**src/include/fadd_cfg.svh**
```systemverilog
/*
  Binary16 format constants shared by the packages, the pipeline stages and the checker.
  Only the IEEE half-precision layout is supported.
*/
`ifndef FADD_CFG_SVH
`define FADD_CFG_SVH

// Field widths of the stored word
`define FADD_EXP_W   5
`define FADD_MAN_W   10

// Exponent bias and the all-ones exponent of infinity and NaN
`define FADD_BIAS    15
`define FADD_EXP_MAX 31

// Canonical quiet NaN returned for every NaN result
`define FADD_QNAN    16'h7E00

`endif
```
**src/rtl/fadd_ctrl_pkg.sv**
```systemverilog
/*
  Control types of the binary16 adder: special-case class, path choice, flags.
  Only invalid, overflow and inexact are reported.
*/
`include "fadd_cfg.svh"

package fadd_ctrl_pkg;

  // Result class decided in stage 0
  typedef enum logic [1:0] {
    fadd_spc_none = 2'd0,
    fadd_spc_zero = 2'd1,
    fadd_spc_inf  = 2'd2,
    fadd_spc_nan  = 2'd3
  } fadd_special_e;

  typedef enum logic {
    fadd_path_close = 1'b0,
    fadd_path_far   = 1'b1
  } fadd_path_e;

  typedef struct packed {
    logic invalid;
    logic overflow;
    logic inexact;
  } fadd_flags_t;

  // Packed result word with its flags
  typedef struct packed {
    logic [`FADD_EXP_W+`FADD_MAN_W:0] res;
    fadd_flags_t                      flags;
  } res_t;

endpackage

```
**src/rtl/fadd_fmt_pkg.sv**
```systemverilog
/*
  Number-format types: the binary16 word, the significand and the stage-0 payload.
  On the close path far_sum[0] carries the bit lost by the one-position pre-shift.
  For a NaN result the sign field carries the invalid indication.
*/
`include "fadd_cfg.svh"

package fadd_fmt_pkg;

  import fadd_ctrl_pkg::*;

  typedef struct packed {
    logic                   sign;
    logic [`FADD_EXP_W-1:0] exp;
    logic [`FADD_MAN_W-1:0] frac;
  } fp16_t;

  // Significand with hidden bit
  typedef logic [`FADD_MAN_W:0] sig_t;

  typedef struct packed {
    logic                   sign;
    logic [`FADD_EXP_W-1:0] exp;
    fadd_path_e             path;
    sig_t                   close_sum;
    logic [3:0]             ff1_pred;
    // Carry, significand, guard, round and sticky
    logic [13:0]            far_sum;
    fadd_special_e          special;
    logic                   eq;
  } s0_pay_t;

endpackage

```
**src/rtl/fadd_if.sv**
```systemverilog
/*
  Stage-0 to stage-1 link. Fields are valid only while valid is high.
  No ready signal; the receiver must take every beat.
*/
`timescale 1ns/1ps
`include "fadd_cfg.svh"

interface fadd_if import fadd_fmt_pkg::*, fadd_ctrl_pkg::*; ();

  logic                   valid;
  logic                   sign;
  logic [`FADD_EXP_W-1:0] exp;
  fadd_path_e             path;
  sig_t                   close_sum;
  logic [3:0]             ff1_pred;
  logic [13:0]            far_sum;
  fadd_special_e          special;
  logic                   eq;

  modport src (output valid, sign, exp, path, close_sum, ff1_pred, far_sum, special, eq);
  modport dst (input  valid, sign, exp, path, close_sum, ff1_pred, far_sum, special, eq);

endinterface

```
**src/rtl/fadd_h.sv**
```systemverilog
/*
  Binary16 adder and subtractor, round to nearest even, fixed 2-cycle latency.
  One operation per cycle, no back-pressure. Subnormals are treated as zero.
  out_flags is {invalid, overflow, inexact}.
*/
`timescale 1ns/1ps

module fadd_h (
  input  logic        forever_cpuclk,
  input  logic        arst_n,
  input  logic        in_valid,
  input  logic [15:0] in_a,
  input  logic [15:0] in_b,
  input  logic        in_sub,
  output logic        out_valid,
  output logic [15:0] out_res,
  output logic [2:0]  out_flags
);

  fadd_if s0_s1_if ();

  fadd_s0 u_s0 (
    .forever_cpuclk (forever_cpuclk),
    .arst_n         (arst_n),
    .in_valid       (in_valid),
    .in_a           (in_a),
    .in_b           (in_b),
    .in_sub         (in_sub),
    .s1             (s0_s1_if.src)
  );

  fadd_s1 u_s1 (
    .forever_cpuclk (forever_cpuclk),
    .arst_n         (arst_n),
    .s0             (s0_s1_if.dst),
    .out_valid      (out_valid),
    .out_res        (out_res),
    .out_flags      (out_flags)
  );

endmodule

```
**src/rtl/fadd_s1.sv**
```systemverilog
/*
  Stage 1: normalize, round to nearest even, pack, flags, one register stage.
  Tiny results flush to signed zero with inexact set. NaN results are always 7E00.
*/
`timescale 1ns/1ps
`include "fadd_cfg.svh"

module fadd_s1 import fadd_fmt_pkg::*, fadd_ctrl_pkg::*; (
  input  logic        forever_cpuclk,
  input  logic        arst_n,
  fadd_if.dst         s0,
  output logic        out_valid,
  output fp16_t       out_res,
  output fadd_flags_t out_flags
);

  sig_t               c_sh0, c_sh;
  logic [4:0]         kc0, kc;
  logic [11:0]        n12_0, n12;
  sig_t               sig;
  logic               g, s;
  logic               rnd_up;
  logic [11:0]        sig_rnd;
  logic signed [7:0]  e_pre, e_rnd;
  fp16_t              res;
  fadd_flags_t        flags;
  res_t               res_d, res_q;

  // Close path: predicted shift, then one-bit correction
  always_comb begin
    c_sh0 = s0.close_sum << s0.ff1_pred;
    if (!c_sh0[10]) begin
      c_sh = c_sh0 << 1;
      kc0  = {1'b0, s0.ff1_pred} + 5'd1;
    end else begin
      c_sh = c_sh0;
      kc0  = {1'b0, s0.ff1_pred};
    end
    // Put back the half-ulp dropped by the pre-shift
    n12_0 = {c_sh, 1'b0} - (12'(s0.far_sum[0]) << kc0);
    if (!n12_0[11]) begin
      n12 = n12_0 << 1;
      kc  = kc0 + 5'd1;
    end else begin
      n12 = n12_0;
      kc  = kc0;
    end
  end

  always_comb begin
    if (s0.path == fadd_path_close) begin
      sig   = n12[11:1];
      g     = n12[0];
      s     = 1'b0;
      e_pre = 8'(s0.exp) - 8'(kc);
    end else if (s0.far_sum[13]) begin
      sig   = s0.far_sum[13:3];
      g     = s0.far_sum[2];
      s     = |s0.far_sum[1:0];
      e_pre = 8'(s0.exp);
    end else begin
      sig   = s0.far_sum[12:2];
      g     = s0.far_sum[1];
      s     = s0.far_sum[0];
      e_pre = 8'(s0.exp) - 8'sd1;
    end
  end

  assign rnd_up  = g & (s | sig[0]);
  assign sig_rnd = {1'b0, sig} + 12'(rnd_up);
  assign e_rnd   = e_pre + 8'(sig_rnd[11]);

  always_comb begin
    res           = {s0.sign, e_rnd[`FADD_EXP_W-1:0], sig_rnd[`FADD_MAN_W-1:0]};
    flags         = '0;
    flags.inexact = g | s;
    if (e_rnd >= 8'sd`FADD_EXP_MAX) begin
      res            = {s0.sign, `FADD_EXP_W'(`FADD_EXP_MAX), `FADD_MAN_W'(0)};
      flags.overflow = 1'b1;
      flags.inexact  = 1'b1;
    end else if (e_rnd <= 8'sd0) begin
      res           = {s0.sign, 15'd0};
      flags.inexact = 1'b1;
    end
    case (s0.special)
      fadd_spc_nan: begin
        res   = `FADD_QNAN;
        flags = '{invalid: s0.sign, overflow: 1'b0, inexact: 1'b0};
      end
      fadd_spc_inf: begin
        res   = {s0.sign, `FADD_EXP_W'(`FADD_EXP_MAX), `FADD_MAN_W'(0)};
        flags = '0;
      end
      fadd_spc_zero: begin
        res   = {s0.sign, 15'd0};
        flags = '0;
      end
      default: begin
        // Exact cancellation is +0
        if (s0.path == fadd_path_close && s0.eq) begin
          res   = '0;
          flags = '0;
        end
      end
    endcase
  end

  assign res_d.res   = res;
  assign res_d.flags = flags;

  fadd_pipe_reg #(.payload_t(res_t)) u_reg (
    .forever_cpuclk (forever_cpuclk),
    .arst_n         (arst_n),
    .in_valid       (s0.valid),
    .in_pay         (res_d),
    .out_valid      (out_valid),
    .out_pay        (res_q)
  );

  assign out_res   = res_q.res;
  assign out_flags = res_q.flags;

endmodule

```
**src/rtl/fadd_s0.sv**
```systemverilog
/*
  Stage 0: unpack, classify, pick close or far path, one register stage.
  Subnormal inputs are read as zero. Signaling NaNs and inf-inf mark invalid.
*/
`timescale 1ns/1ps
`include "fadd_cfg.svh"

module fadd_s0 import fadd_fmt_pkg::*, fadd_ctrl_pkg::*; (
  input  logic  forever_cpuclk,
  input  logic  arst_n,
  input  logic  in_valid,
  input  fp16_t in_a,
  input  fp16_t in_b,
  input  logic  in_sub,
  fadd_if.src   s1
);

  logic                   b_sign;
  logic                   eff_sub;
  logic                   a_zero, b_zero, a_inf, b_inf, a_nan, b_nan;
  logic                   invalid;
  sig_t                   a_sig, b_sig;
  logic                   a_big;
  logic                   big_sign, small_sign;
  sig_t                   big_sig, small_sig;
  logic [`FADD_EXP_W-1:0] big_exp, exp_diff;
  logic                   close_sel;
  sig_t                   close_adder1;
  logic                   close_eq, close_op_chg;
  sig_t                   close_sum;
  logic [3:0]             ff1_pred;
  logic [13:0]            far_sum;
  s0_pay_t                pay, pay_q;
  logic                   valid_q;

  assign b_sign  = in_b.sign ^ in_sub;
  assign eff_sub = in_a.sign ^ b_sign;

  assign a_zero = (in_a.exp == '0);
  assign b_zero = (in_b.exp == '0);
  assign a_inf  = (in_a.exp == `FADD_EXP_W'(`FADD_EXP_MAX)) && (in_a.frac == '0);
  assign b_inf  = (in_b.exp == `FADD_EXP_W'(`FADD_EXP_MAX)) && (in_b.frac == '0);
  assign a_nan  = (in_a.exp == `FADD_EXP_W'(`FADD_EXP_MAX)) && (in_a.frac != '0);
  assign b_nan  = (in_b.exp == `FADD_EXP_W'(`FADD_EXP_MAX)) && (in_b.frac != '0);
  // Quiet bit clear means signaling
  assign invalid = (a_nan & ~in_a.frac[`FADD_MAN_W-1]) | (b_nan & ~in_b.frac[`FADD_MAN_W-1]) |
                   (a_inf & b_inf & eff_sub);

  assign a_sig = a_zero ? '0 : {1'b1, in_a.frac};
  assign b_sig = b_zero ? '0 : {1'b1, in_b.frac};

  // Order by exponent only; close path resolves equal exponents itself
  assign a_big      = (in_a.exp >= in_b.exp);
  assign big_sig    = a_big ? a_sig : b_sig;
  assign small_sig  = a_big ? b_sig : a_sig;
  assign big_sign   = a_big ? in_a.sign : b_sign;
  assign small_sign = a_big ? b_sign : in_a.sign;
  assign big_exp    = a_big ? in_a.exp : in_b.exp;
  assign exp_diff   = a_big ? (in_a.exp - in_b.exp) : (in_b.exp - in_a.exp);

  assign close_sel    = eff_sub & (exp_diff <= `FADD_EXP_W'(1));
  assign close_adder1 = exp_diff[0] ? (small_sig >> 1) : small_sig;

  fadd_close_s0 u_close (
    .close_adder0    (big_sig),
    .close_adder1    (close_adder1),
    .close_eq        (close_eq),
    .close_op_chg    (close_op_chg),
    .close_sum       (close_sum),
    .ff1_pred        (ff1_pred),
    .ff1_pred_onehot ()
  );

  fadd_far_s0 u_far (
    .big_sig   (big_sig),
    .small_sig (small_sig),
    .shift     (exp_diff),
    .sub       (eff_sub),
    .far_sum   (far_sum)
  );

  always_comb begin
    pay           = '0;
    pay.path      = close_sel ? fadd_path_close : fadd_path_far;
    pay.close_sum = close_sum;
    pay.ff1_pred  = ff1_pred;
    pay.eq        = close_eq;
    // Additions sit one position lower in the far frame
    pay.exp       = close_sel ? big_exp : big_exp + {{(`FADD_EXP_W-1){1'b0}}, ~eff_sub};
    pay.far_sum   = close_sel ? {13'd0, exp_diff[0] & small_sig[0]} : far_sum;
    if (a_nan | b_nan | (a_inf & b_inf & eff_sub)) begin
      pay.special = fadd_spc_nan;
      pay.sign    = invalid;
    end else if (a_inf | b_inf) begin
      pay.special = fadd_spc_inf;
      pay.sign    = a_inf ? in_a.sign : b_sign;
    end else if (a_zero & b_zero) begin
      pay.special = fadd_spc_zero;
      pay.sign    = in_a.sign & b_sign;
    end else begin
      pay.special = fadd_spc_none;
      if (close_sel) begin
        pay.sign = ~close_eq & (close_op_chg ? small_sign : big_sign);
      end else begin
        pay.sign = big_sign;
      end
    end
  end

  fadd_pipe_reg #(.payload_t(s0_pay_t)) u_reg (
    .forever_cpuclk (forever_cpuclk),
    .arst_n         (arst_n),
    .in_valid       (in_valid),
    .in_pay         (pay),
    .out_valid      (valid_q),
    .out_pay        (pay_q)
  );

  assign s1.valid     = valid_q;
  assign s1.sign      = pay_q.sign;
  assign s1.exp       = pay_q.exp;
  assign s1.path      = pay_q.path;
  assign s1.close_sum = pay_q.close_sum;
  assign s1.ff1_pred  = pay_q.ff1_pred;
  assign s1.far_sum   = pay_q.far_sum;
  assign s1.special   = pay_q.special;
  assign s1.eq        = pay_q.eq;

endmodule

```
**src/rtl/fadd_far_s0.sv**
```systemverilog
/*
  Far-path alignment and add or subtract. Output frame is 14 bits.
  Add: carry, significand, guard, round|sticky. Subtract: significand, guard, round, sticky.
  The caller offsets the exponent by one for additions so both frames share a scale.
*/
`timescale 1ns/1ps

module fadd_far_s0 import fadd_fmt_pkg::*; (
  input  sig_t        big_sig,
  input  sig_t        small_sig,
  input  logic [4:0]  shift,
  input  logic        sub,
  output logic [13:0] far_sum
);

  logic [5:0]  sh_amt;
  logic [27:0] sm_wide;
  logic [13:0] sm_al;
  logic        sticky;
  logic [13:0] big_f;
  logic [13:0] small_f;

  // Beyond 14 everything lands in the sticky bit anyway
  assign sh_amt = ((shift > 5'd14) ? 6'd14 : {1'b0, shift}) + {5'd0, ~sub};

  assign sm_wide = {small_sig, 3'b000, 14'd0} >> sh_amt;
  assign sm_al   = sm_wide[27:14];
  assign sticky  = |sm_wide[13:0];

  assign small_f = {sm_al[13:1], sm_al[0] | sticky};
  assign big_f   = sub ? {big_sig, 3'b000} : {1'b0, big_sig, 2'b00};

  assign far_sum = sub ? (big_f - small_f) : (big_f + small_f);

endmodule

```
**src/rtl/fadd_close_s0.sv**
```systemverilog
/*
  Close-path subtraction of two aligned significands, result kept non-negative.
  The leading-one prediction is exact or one position too high.
*/
`timescale 1ns/1ps

module fadd_close_s0 import fadd_fmt_pkg::*; (
  input  sig_t        close_adder0,
  input  sig_t        close_adder1,
  output logic        close_eq,
  output logic        close_op_chg,
  output sig_t        close_sum,
  output logic [3:0]  ff1_pred,
  output logic [10:0] ff1_pred_onehot
);

  logic [11:0] diff_ab;
  logic [11:0] diff_ba;
  logic [10:0] close_ff1_c;
  logic [10:0] close_ff1_t;
  logic [10:0] close_ff1_g;
  logic [10:0] close_ff1_z;
  logic [10:0] close_ff1_f;

  // Both orders, keep the one without borrow
  assign diff_ab      = {1'b0, close_adder0} - {1'b0, close_adder1};
  assign diff_ba      = {1'b0, close_adder1} - {1'b0, close_adder0};
  assign close_op_chg = diff_ab[11];
  assign close_sum    = diff_ab[11] ? diff_ba[10:0] : diff_ab[10:0];
  assign close_eq     = ~diff_ab[11] & ~diff_ba[11];

  // Predictor operates on A and inverted B
  assign close_ff1_c = ~close_adder1;
  assign close_ff1_t = close_adder0 ^ close_ff1_c;
  assign close_ff1_g = close_adder0 & close_ff1_c;
  assign close_ff1_z = ~close_adder0 & ~close_ff1_c;

  always_comb begin
    close_ff1_f[10] = (close_ff1_g[10] & ~close_ff1_z[9]) |
                      (close_ff1_z[10] & ~close_ff1_g[9]);
    close_ff1_f[0]  = close_ff1_g[0] | close_ff1_z[0];
    for (int i = 1; i < 10; i++) begin
      if (close_ff1_t[i+1]) begin
        close_ff1_f[i] = (close_ff1_g[i] & ~close_ff1_z[i-1]) |
                         (close_ff1_z[i] & ~close_ff1_g[i-1]);
      end else begin
        close_ff1_f[i] = (close_ff1_g[i] & ~close_ff1_g[i-1]) |
                         (close_ff1_z[i] & ~close_ff1_z[i-1]);
      end
    end
  end

  // Highest set bit of f wins, scanned upward
  always_comb begin
    ff1_pred        = 4'd0;
    ff1_pred_onehot = 11'd0;
    for (int i = 0; i < 11; i++) begin
      if (close_ff1_f[i]) begin
        ff1_pred        = 4'(10 - i);
        ff1_pred_onehot = 11'd1 << i;
      end
    end
  end

endmodule

```
**src/rtl/fadd_pipe_reg.sv**
```systemverilog
/*
  Valid-qualified pipeline register. Payload holds its value while valid is low.
  No back-pressure.
*/
`timescale 1ns/1ps

module fadd_pipe_reg #(
  parameter type payload_t = logic
) (
  input  logic     forever_cpuclk,
  input  logic     arst_n,
  input  logic     in_valid,
  input  payload_t in_pay,
  output logic     out_valid,
  output payload_t out_pay
);

  always_ff @(posedge forever_cpuclk or negedge arst_n) begin
    if (!arst_n) begin
      out_valid <= 1'b0;
      out_pay   <= '0;
    end else begin
      out_valid <= in_valid;
      // Only capture qualified data
      if (in_valid) begin
        out_pay <= in_pay;
      end
    end
  end

endmodule

```
**config.mk**
```make
export PLATFORM = sky130hd
export DESIGN_NAME = fadd_h
export DESIGN_NICKNAME = d
export VERILOG_FILES = /design/src/rtl/fadd_ctrl_pkg.sv /design/src/rtl/fadd_fmt_pkg.sv /design/src/rtl/fadd_if.sv /design/src/rtl/fadd_h.sv /design/src/rtl/fadd_s1.sv /design/src/rtl/fadd_s0.sv /design/src/rtl/fadd_far_s0.sv /design/src/rtl/fadd_close_s0.sv /design/src/rtl/fadd_pipe_reg.sv
export VERILOG_INCLUDE_DIRS = /design/src /design/src/include
export SDC_FILE = /design/constraint.sdc
export NUM_CORES = 1
export LEC_CHECK = 0
export CAP_MARGIN = 20
export CORE_MARGIN = 3
export CORE_UTILIZATION = 33
export CTS_CLUSTER_DIAMETER = 60
export DETAILED_ROUTE_END_ITERATION = 7
export DONT_BUFFER_PORTS = 1
export GPL_TIMING_DRIVEN = 0
export PLACE_DENSITY_LB_ADDON = 0.05
export SLEW_MARGIN = 30
export SYNTH_ARGS = -nofsm -noshare
export SYNTH_HDL_FRONTEND = slang
export SYNTH_HIERARCHICAL = 1
export SYNTH_SLANG_ARGS = --single-unit
```
**constraint.sdc**
```tcl
create_clock -name forever_cpuclk -period 10.9 [get_ports forever_cpuclk]
set_clock_uncertainty 0.15 [all_clocks]
set_input_delay 0.545 -clock forever_cpuclk [delete_from_list [all_inputs] [get_ports forever_cpuclk]]
set_output_delay 0.545 -clock forever_cpuclk [all_outputs]
set_load 0.01 [all_outputs]
```
* Word level (Yosys, flattened, before mapping)
Cells that the tools add are included.
** Storage, ports and cells
- Input bits :: 36
- Register bits after elaboration :: 60
- Word-level logic and storage cells :: 234
- Output and inout port bits :: 20
** Cells by class
- Bitwise logic cells :: 112
- Eq/ne operators :: 5
- $lt $le $gt $ge :: 5
- Muxes and demuxes :: 66
- Shifts and indexed selects :: 3
- Add/sub/neg operators :: 15
- Reductions and logical operators :: 14
** Operators with widths (number)
- 11-bit 2-to-1 mux :: 9
- 1-bit bitwise AND :: 49
- 16-bit case mux with 3 select lines :: 1
- 4-bit 2-to-1 mux :: 11
- 14-bit 2-to-1 mux :: 3
- 11-bit inverter :: 3
- 15-bit 2-to-1 mux :: 2
- 5-bit 2-to-1 mux :: 6
- 1-bit bitwise OR :: 28
- 28-bit by 6-bit right shift with 28-bit output :: 1
- 1-bit inverter :: 27
- 1-bit 2-to-1 mux :: 26
- 11-bit by 11-bit subtractor with 12-bit output :: 2
- 11-bit bitwise AND :: 2
- 10-bit logical NOT :: 2
- 10-bit nonzero test :: 2
- 16-bit 2-to-1 mux :: 1
- 8-bit 2-to-1 mux :: 2
- 14-bit adder :: 1
- 14-bit OR reduction :: 1
- 14-bit subtractor :: 1
- 11-bit by 1-bit adder with 12-bit output :: 1
- 12-bit 2-to-1 mux :: 1
- 1-bit by 5-bit << shifter with 12-bit output :: 1
- other kinds (25) :: 37

* Longest topological paths before layout
Gate-level depths: netlist (run 1).
- Depth in word-level cells :: 21
- Depth in mapped cells :: 38

* Modules after synthesis
Netlist (run 1), hierarchy kept.
** By module, submodules not included
- fadd_s1 :: cells an instance 419, area each 2811.4 um^2, sequential area each 0.0 um^2, instances 1
- fadd_far_s0 :: cells an instance 276, area each 2082.0 um^2, sequential area each 0.0 um^2, instances 1
- fadd_pipe_reg at u_s0.u_reg :: cells an instance 83, area each 1519.0 um^2, sequential area each 1001.0 um^2, instances 1
- fadd_close_s0 :: cells an instance 211, area each 1516.5 um^2, sequential area each 0.0 um^2, instances 1
- fadd_s0 :: cells an instance 216, area each 1430.1 um^2, sequential area each 0.0 um^2, instances 1
- fadd_pipe_reg at u_s1.u_reg :: cells an instance 41, area each 783.3 um^2, sequential area each 500.5 um^2, instances 1

* Least setup slack after synthesis (run 1)
No wires, ideal clock.
- Kind :: input-to-reg
- Start :: in in_a[12]
- End :: reg u_s0/u_reg/out_pay[16] in the netlist's numbering
- Cell stages on the path :: 36
- Buffers on the path :: 2
- Arrival time :: 7.322 ns
- Data required time :: 10.625 ns
- Setup time :: 0.125 ns
- Path slack :: 3.303 ns
- Cells stage by stage :: inv_1 -> ha_1 -> buf_6 -> nand2_1 -> o21ai_2 -> a31o_2 -> mux2_2 -> xor2_1 -> inv_1 -> a31oi_1 -> and2_1 -> ha_1 -> ha_1 -> buf_6 -> mux4_2 -> nor4_4 -> o21ai_2 -> a2111oi_4 -> o2111ai_2 -> nand2_1 -> ha_1 -> nor2_1 -> a31oi_1 -> nor2_1 -> a21oi_1 -> ha_1 -> a21o_1 -> a21o_1 -> a221o_1 -> a31oi_1 -> o21ai_0 -> a41oi_1 -> a21oi_1 -> xor2_1 -> nor2b_1 -> mux2_2
** RTL lines
- start: declaration :: line fadd_h.sv:12 : input logic [15:0] in_a,
- end signal: assignment :: line fadd_pipe_reg.sv:26 : out_pay <= in_pay;
- end: declaration :: line fadd_pipe_reg.sv:15 : output payload_t out_pay

==> results.sh, run 1 <==
export IMPL_cp_slowest_cell="a22oi_1"
export IMPL_syn_inst=1233
export IMPL_postLayoutCellArea_um2=10970
export IMPL_grt_setup_unrepaired="false"
export IMPL_dieHeight_um=180.8
export IMPL_diodes=0
export IMPL_layout_min_cycle_time_ps=9428
export IMPL_critPathBufInv=2
export IMPL_arrival_ps=9490
export IMPL_setup_violations=0
export IMPL_cts_buffer_depth=2
export IMPL_grt_overflow_total=0
export IMPL_ys_warn_count=6
export IMPL_grt_antenna_before_repair=0
export IMPL_final_cell_mix="nor2_1 (121), nand2_1 (97), inv_1 (78), ha_1 (74)"
export IMPL_post_drt_wl_per_cell_um=19.28
export IMPL_place_area_um2=10570
export IMPL_dp_hpwl_mm=26.10
export IMPL_ir_drop_mv=0.1850
export IMPL_p_per_area_nw_per_um2=364.0
export IMPL_grt_max_degree=61
export IMPL_worst_pin_slew_ps=855.0
export IMPL_cts_made_buffers=9
export IMPL_rows=63
export IMPL_layout_commonest_cell="nor2_1"
export IMPL_ioPinCount=56
export IMPL_run_status="finished, final reports clean"
export IMPL_hold_viol=0
export IMPL_ctsRootBufferMaster="clkbuf_16"
export IMPL_num_vias=9128
export IMPL_nets=1362
export IMPL_max_freq_ghz=0.1061
export IMPL_route_detailed_drc=0
export IMPL_min_to="u_s0/u_reg/out_valid"
export IMPL_clk_latency_ps=330
export IMPL_finalWeightedCongestion=0.8093
export IMPL_synth_area_um2=10090
export IMPL_cp_max_fo=10
export IMPL_cap_violations=0
export IMPL_grt_pass1_wl_mm=51.07
export IMPL_drtIter0Drc=523
export IMPL_p_total_mw=3.992
export IMPL_viasPerCell=5.562
export IMPL_ant_nets=0
export IMPL_path_delay_family="compound AO/OA/AOI/OAI gates"
export IMPL_die_area_um2=32700
export IMPL_dieWidth_um=180.8
export IMPL_setup_tns_ps=0
export IMPL_syn_nets=1349
export IMPL_min_from="in_valid"
export IMPL_cts_tree="done"
export IMPL_hold_class="input pin to flip-flop"
export IMPL_critPathRequiredTime_ps=10970
export IMPL_criticalPathCategory="flip-flop to flip-flop"
export IMPL_reg2reg_to="u_s1/u_reg/out_pay[12]"
export IMPL_track_usage_pct=19.14
export IMPL_synth_area_per_cell_um2=8.180
export IMPL_end_kind="flip-flop"
export IMPL_drt_wl_total_mm=31.65
export IMPL_r2r_slack_ps=1470
export IMPL_io_buffers=0
export IMPL_area_growth_pct=8.734
export IMPL_path_common_cell="ha_1"
export IMPL_grt_pass1_vias=9138
export IMPL_dr_pass1_iters=5
export IMPL_cp_start_kind="flip-flop"
export IMPL_cts_sinks=60
export IMPL_p_leak_nw=4.766
export IMPL_htreeDepth=3
export IMPL_relSlewSlack_pct=43.00
export IMPL_min_path_cells=0
export IMPL_timing_final_crit_share_pct=86.50
export IMPL_rr_worst_depth=31
export IMPL_critPathMaxStageDelay_ps=760
export IMPL_path_clk_slew_ps=60
export IMPL_r2r_start="u_s0/u_reg/out_pay[17]"
export IMPL_drv_slew=0
export IMPL_drive_above_1_share_pct=16.07
export IMPL_start_util_pct=33.76
export IMPL_core_um2=29870
==> worst reg2reg max path, delay by kind of cell (launching register included) <==
kind,cells,cell delay (ps)
AO/OA/AOI/OAI,15,4760
buffers and inverters,2,310
adder cells (fa/ha/maj),4,1220
flip-flops,1,420
XOR/XNOR,1,220
AND/OR/NAND/NOR,6,1240
multiplexers,3,1010
==> metal layers <==
metal | track usage, % | part of all wire, %
met4 | 2.978 | 0.77
met1 | 25.36 | 47
met5 | 0 | 0
met3 | 1.671 | 2.2
met2 | 34.47 | 50
==> where the power goes <==
group / switching (mW) / internal, mW / total, mW
combinational: 1.85 / 1.38 / 3.23
clock: 0.114 / 0.225 / 0.339
sequential: 0.104 / 0.319 / 0.423
==> timing repair <==
action / CTS / global route
resized for setup: 0 / 0
hold endpoints to repair: 60 / 0
hold buffers: 2 / 0
setup buffers: 0 / 0
==> flip-flops by register name, summed over array words and instances (netlist names) <==
name and cells:
u_s1/u_reg/out_valid 1, u_s0/u_reg/out_valid 1, u_s0/u_reg/out_pay 39, u_s1/u_reg/out_pay 19
==> stage by stage <==
stage	setup WS (ps)	std cells	util (%)	hold slack, ps
floorplan	3303	1233	-	99.41
global placement	1519	1623	35.39	103.4
CTS	1476	1641	36.68	73.43
finish	1472	1641	36.71	90.62
global route	684.6	1641	36.71	72.73
detailed placement	1495	1623	35.39	103.8
==> worst max-delay path by stage <==
stage / from / end / depth (start not counted)
final: u_s0/u_reg/out_pay[17] / u_s1/u_reg/out_pay[12] / 31
after global routing: u_s0/u_reg/out_pay[17] / u_s1/u_reg/out_pay[12] / 31
after CTS: u_s0/u_reg/out_pay[17] / u_s1/u_reg/out_pay[12] / 31
after detailed placement: u_s0/u_reg/out_pay[17] / u_s1/u_reg/out_pay[12] / 31
after global placement: u_s0/u_reg/out_pay[17] / u_s1/u_reg/out_pay[12] / 31
after floorplan: in_a[12] / u_s0/u_reg/out_pay[16] / 36
==> final cells by class <==
cell class                 count  area, um2
fill                        3131      18910
multi-input combinational   1033       7925
sequential                    60       1501
tap                          390      488.0
buffer                        56      346.6
inverter                      84      320.3
clock buffer                   9      225.2
clock inverter                 7      122.6
timing repair buffer           2      37.54
No activity file was read; power rests on OpenSTA's default activity.
==> inputs of run 2 (changes only) <==
--- a/config.mk
+++ b/config.mk
@@ -13,6 +13,7 @@
 export DETAILED_ROUTE_END_ITERATION = 7
 export DONT_BUFFER_PORTS = 1
 export GPL_TIMING_DRIVEN = 0
+export MAX_ROUTING_LAYER = met4
 export PLACE_DENSITY_LB_ADDON = 0.05
 export SLEW_MARGIN = 30
 export SYNTH_ARGS = -nofsm -noshare
==> results.sh, run 2 (synthesis results as in run 1) <==
export IMPL_run_status="finished, final reports clean"
export IMPL_start_util_pct=33.76
export IMPL_postLayoutCellArea_um2=10970
export IMPL_path_clk_slew_ps=60
export IMPL_cts_tree="done"
export IMPL_drtIter0Drc=565
export IMPL_layout_commonest_cell="nor2_1"
export IMPL_dp_hpwl_mm=26.10
export IMPL_cts_made_buffers=9
export IMPL_drt_wl_total_mm=31.59
export IMPL_grt_antenna_before_repair=0
export IMPL_p_total_mw=3.994
export IMPL_grt_pass1_wl_mm=51.05
export IMPL_p_per_area_nw_per_um2=364.2
export IMPL_finalWeightedCongestion=0.8211
export IMPL_area_growth_pct=8.734
export IMPL_arrival_ps=9520
export IMPL_cts_sinks=60
export IMPL_worst_pin_slew_ps=841.7
export IMPL_cp_start_kind="flip-flop"
export IMPL_core_um2=29870
export IMPL_hold_class="input pin to flip-flop"
export IMPL_layout_min_cycle_time_ps=9457
export IMPL_route_detailed_drc=0
export IMPL_htreeDepth=3
export IMPL_cp_slowest_cell="a22oi_1"
export IMPL_p_leak_nw=4.766
export IMPL_nFillCells=3131
export IMPL_ir_drop_mv=0.1862
export IMPL_timing_final_crit_share_pct=86.77
export IMPL_setup_violations=0
export IMPL_p_int_mw=1.928
export IMPL_clk_latency_ps=330
export IMPL_ant_nets=0
export IMPL_num_vias=9117
export IMPL_top_register="u_s0/u_reg/out_pay"
export IMPL_final_cell_mix="nor2_1 (121), nand2_1 (97), inv_1 (78), ha_1 (74)"
export IMPL_top_regs="u_s0/u_reg/out_pay (39), u_s1/u_reg/out_pay (19)"
export IMPL_path_common_cell="ha_1"
export IMPL_grt_max_degree=61
export IMPL_grt_pass1_vias=9159
export IMPL_cp_max_fo=10
export IMPL_largest_register_ffs=39
export IMPL_grt_overflow_total=0
export IMPL_end_kind="flip-flop"
export IMPL_r2r_slack_ps=1440
export IMPL_critPathRequiredTime_ps=10970
export IMPL_relSlewSlack_pct=43.89
export IMPL_grt_setup_unrepaired="false"
export IMPL_swShare_pct=51.72
export IMPL_drv_slew=0
export IMPL_drive_above_1_share_pct=16.07
export IMPL_dieWidth_um=180.8
export IMPL_hold_viol=0
export IMPL_cts_buffer_depth=2
export IMPL_viasPerCell=5.556
export IMPL_pwr_share_comb_pct=80.9
export IMPL_track_usage_pct=19.69
export IMPL_sequentialPowerShare_pct=10.6
export IMPL_critPathMaxStageDelay_ps=750
export IMPL_setup_tns_ps=0
export IMPL_ioPinCount=56
export IMPL_nets=1362
export IMPL_max_freq_ghz=0.1057
export IMPL_power_switching_mw=2.066
export IMPL_diodes=0
export IMPL_ctsRootBufferMaster="clkbuf_16"
export IMPL_criticalPathCategory="flip-flop to flip-flop"
export IMPL_post_drt_wl_per_cell_um=19.25
export IMPL_cap_violations=0
export IMPL_dieHeight_um=180.8
export IMPL_post_cts_buffers=0
export IMPL_die_area_um2=32700
export IMPL_io_buffers=0
export IMPL_dr_pass1_iters=5
export IMPL_clkPwrFrac_pct=8.5
export IMPL_rows=63
export IMPL_place_area_um2=10570
==> run 2: layer usage <==
layer | vias up | global-route usage [%] | wire length, um
met3 | 12 | 1.631 | 690
li1 | 4572 | - | -
met1 | 4384 | 25.37 | 14800
met5 | - | - | 0
met2 | 149 | 34.35 | 15830
met4 | 0 | 3.162 | 272
==> run 2: layout make-up <==
class	count	area (um2)	share of cell area [%]
plain buffers	56	346.6	3.160
clock buffers	9	225.2	2.054
clock inverters	7	122.6	1.118
inverters	84	320.3	2.921
multi-input cells	1033	7925	72.26
flip-flops and latches	60	1501	13.69
well taps	390	488.0	4.450
repair buffers	2	37.54	0.3423
==> run 2: power by group through the flow <==
stage	Sequential, mW	Combinational [mW]	Clock [mW]
after global routing	0.441	3.62	0.359
after floorplan	0.391	2.52	0
final	0.423	3.23	0.339
after global placement	0.429	3.21	0
after CTS	0.427	3.24	0.349
after detailed placement	0.431	3.21	0
==> run 2: final timing paths <==
path                                   startpoint                      to  cells after the start
setup / recovery           u_s0/u_reg/out_pay[17]  u_s1/u_reg/out_pay[12]                     31
hold / removal                           in_valid    u_s0/u_reg/out_valid                      0
setup reg to reg           u_s0/u_reg/out_pay[17]  u_s1/u_reg/out_pay[12]                     31
hold reg to reg              u_s0/u_reg/out_valid    u_s1/u_reg/out_valid                      0
max in group asynchronous                  arst_n  u_s0/u_reg/out_pay[34]                      2
min in group asynchronous                  arst_n   u_s1/u_reg/out_pay[9]                      2
==> run 2: metrics by stage <==
stage | cells | utilization [%] | worst slack (ps) | hold slack [ps]
6_report | 1641 | 36.71 | 1443 | 90.86
4_1_cts | 1641 | 36.68 | 1476 | 73.43
3_3_place_gp | 1623 | 35.39 | 1519 | 103.4
2_1_floorplan | 1233 | - | 3303 | 99.41
5_1_grt | 1641 | 36.71 | 684.6 | 72.73
3_5_place_dp | 1623 | 35.39 | 1495 | 103.8
==> run 2: worst max-delay path: cells and delay by family, from the launching register on <==
kind                     cells  cell delay [ps]
multiplexers                 3             1010
flip-flops                   1              420
adder cells (fa/ha/maj)      4             1220
AO/OA/AOI/OAI               15             4780
AND/OR/NAND/NOR              6             1220
XOR/XNOR                     1              220
buffers and inverters        2              310
==> run 2: repair_timing <==
| item | 4_1_cts | 5_1_grt |
|---|---|---|
| resized for setup | 0 | 0 |
| setup endpoints to repair | 0 | 0 |
| hold buffers | 2 | 0 |
| endpoints found under the hold margin | 60 | 0 |
==> inputs of run 3 (changes only) <==
--- a/config.mk
+++ b/config.mk
@@ -15,6 +15,8 @@
 export GPL_TIMING_DRIVEN = 0
 export MAX_ROUTING_LAYER = met4
 export PLACE_DENSITY_LB_ADDON = 0.05
+export SKIP_CTS_REPAIR_TIMING = 1
+export SKIP_LAST_GASP = 1
 export SLEW_MARGIN = 30
 export SYNTH_ARGS = -nofsm -noshare
 export SYNTH_HDL_FRONTEND = slang
==> constraint.sdc (replaced) <==
create_clock -name forever_cpuclk -period 9.3 [get_ports forever_cpuclk]
set_clock_uncertainty 0.15 [all_clocks]
set_input_delay 0.465 -clock forever_cpuclk [delete_from_list [all_inputs] [get_ports forever_cpuclk]]
set_output_delay 0.465 -clock forever_cpuclk [all_outputs]
set_load 0.01 [all_outputs]
==> results.sh, run 3 (synthesis results as in run 1) <==
export IMPL_run_status="finished, final reports clean"
export IMPL_drt_wl_total_mm=31.71
export IMPL_criticalPathCategory="flip-flop to flip-flop"
export IMPL_ctsRootBufferMaster="clkbuf_16"
export IMPL_arrival_ps=8730
export IMPL_end_kind="flip-flop"
export IMPL_hold_viol=0
export IMPL_route_detailed_drc=0
export IMPL_hold_class="flip-flop to flip-flop"
export IMPL_layout_commonest_cell="nor2_1"
export IMPL_start_util_pct=33.76
export IMPL_top_regs="u_s0/u_reg/out_pay (39), u_s1/u_reg/out_pay (19)"
export IMPL_cap_violations=0
export IMPL_dp_cells=1623
export IMPL_grt_setup_unrepaired="false"
export IMPL_p_per_area_nw_per_um2=426.8
export IMPL_ir_drop_mv=0.2162
export IMPL_diodes=0
export IMPL_viasPerCell=5.549
export IMPL_finalWeightedCongestion=0.8211
export IMPL_cts_tree="done"
export IMPL_timing_final_crit_share_pct=93.17
export IMPL_r2r_slack_ps=640
export IMPL_grt_pass1_vias=9134
export IMPL_relSlewSlack_pct=47.59
export IMPL_grt_pass1_wl_mm=50.94
export IMPL_track_usage_pct=19.64
export IMPL_top_register="u_s0/u_reg/out_pay"
export IMPL_path_common_cell="ha_1"
export IMPL_grt_max_degree=61
export IMPL_p_leak_nw=4.781
export IMPL_pwr_share_comb_pct=81.0
export IMPL_cts_buffer_depth=2
export IMPL_dieWidth_um=180.8
export IMPL_max_freq_ghz=0.1154
export IMPL_worst_pin_slew_ps=780.9
export IMPL_core_um2=29870
export IMPL_nets=1365
export IMPL_cp_slowest_cell="a2111oi_1"
export IMPL_critPathMaxStageDelay_ps=490
export IMPL_p_total_mw=4.696
export IMPL_dieHeight_um=180.8
export IMPL_drv_slew=0
export IMPL_p_int_mw=2.275
export IMPL_swShare_pct=51.57
export IMPL_setup_violations=0
export IMPL_num_vias=9122
export IMPL_nFillCells=3123
export IMPL_dr_pass1_iters=5
export IMPL_cts_made_buffers=9
export IMPL_area_growth_pct=9.106
export IMPL_clkPwrFrac_pct=8.5
export IMPL_ioPinCount=56
export IMPL_drive_above_1_share_pct=16.35
export IMPL_io_buffers=0
export IMPL_final_cell_mix="nor2_1 (121), nand2_1 (97), inv_1 (78), ha_1 (74)"
export IMPL_die_area_um2=32700
export IMPL_grt_overflow_total=0
export IMPL_htreeDepth=3
export IMPL_post_drt_wl_per_cell_um=19.29
export IMPL_power_switching_mw=2.422
export IMPL_final_cells=1644
export IMPL_cts_sinks=60
export IMPL_path_clk_slew_ps=60
export IMPL_grt_antenna_before_repair=0
export IMPL_cp_start_kind="flip-flop"
export IMPL_sequentialPowerShare_pct=10.5
export IMPL_drtIter0Drc=483
export IMPL_cp_max_fo=10
export IMPL_ant_nets=0
export IMPL_largest_register_ffs=39
export IMPL_critPathRequiredTime_ps=9370
export IMPL_layout_min_cycle_time_ps=8665
export IMPL_dp_hpwl_mm=26.10
export IMPL_rows=63
export IMPL_clk_latency_ps=330
==> run 3: worst paths after layout <==
| check | start | to | depth (start not counted) |
|---|---|---|---|
| setup / recovery | u_s0/u_reg/out_pay[17] | u_s1/u_reg/out_pay[12] | 31 |
| hold / removal | u_s0/u_reg/out_valid | u_s1/u_reg/out_valid | 0 |
| setup reg to reg | u_s0/u_reg/out_pay[17] | u_s1/u_reg/out_pay[12] | 31 |
| hold reg to reg | u_s0/u_reg/out_valid | u_s1/u_reg/out_valid | 0 |
| max in group asynchronous | arst_n | u_s0/u_reg/out_pay[34] | 2 |
| min in group asynchronous | arst_n | u_s1/u_reg/out_valid | 2 |
==> run 3: cell type report <==
| class | instances | area, um2 | area share [%] |
|---|---|---|---|
| inverter | 84 | 320.3 | 2.911 |
| timing repair buffer | 5 | 62.56 | 0.5685 |
| sequential | 60 | 1501 | 13.64 |
| buffer | 56 | 346.6 | 3.150 |
| multi-input combinational | 1033 | 7938 | 72.13 |
| clock buffer | 9 | 225.2 | 2.047 |
| tap | 390 | 488.0 | 4.434 |
| clock inverter | 7 | 122.6 | 1.114 |
==> run 3: power by group through the flow <==
| stage | sequential [mW] | combinational [mW] | clock [mW] |
|---|---|---|---|
| 6_report | 0.495 | 3.80 | 0.398 |
| 5_1_grt | 0.516 | 4.26 | 0.421 |
| 4_1_cts | 0.501 | 3.78 | 0.409 |
| 3_5_place_dp | 0.506 | 3.76 | 0 |
| 3_3_place_gp | 0.503 | 3.76 | 0 |
| 2_1_floorplan | 0.459 | 2.95 | 0 |
==> run 3: per-layer routing <==
metal  vias up  global-route usage (%)  wire [um]
met3        12                   1.651        785
li1       4583                       -          -
met5         -                       -          0
met1      4364                   25.42      14840
met2       163                   34.20      15810
met4         0                   2.978        267
==> run 3: metrics by stage <==
| step | hold slack, ps | worst slack [ps] | util (%) | TNS (ps) | cell area, um2 |
|---|---|---|---|---|---|
| after global placement | 23.37 | -81.41 | 35.39 | -81.41 | 10570 |
| after CTS | -345.4 | -124.2 | 36.56 | -124.2 | 10920 |
| after detailed placement | 23.79 | -105.1 | 35.39 | -105.1 | 10570 |
| after global routing | 299.7 | 61.93 | 36.83 | 0 | 11000 |
| final | 290.9 | 635.5 | 36.83 | 0 | 11000 |
| after floorplan | 19.41 | 1752 | - | 0 | 10090 |
==> run 3: critical path, delay by kind of cell (launching register included) <==
kind,cells,cell delay (ps)
flip-flops,1,410
multiplexers,3,1020
adder cells (fa/ha/maj),4,1200
XOR/XNOR,1,200
AND/OR/NAND/NOR,6,1140
AO/OA/AOI/OAI,15,4090
buffers and inverters,2,310
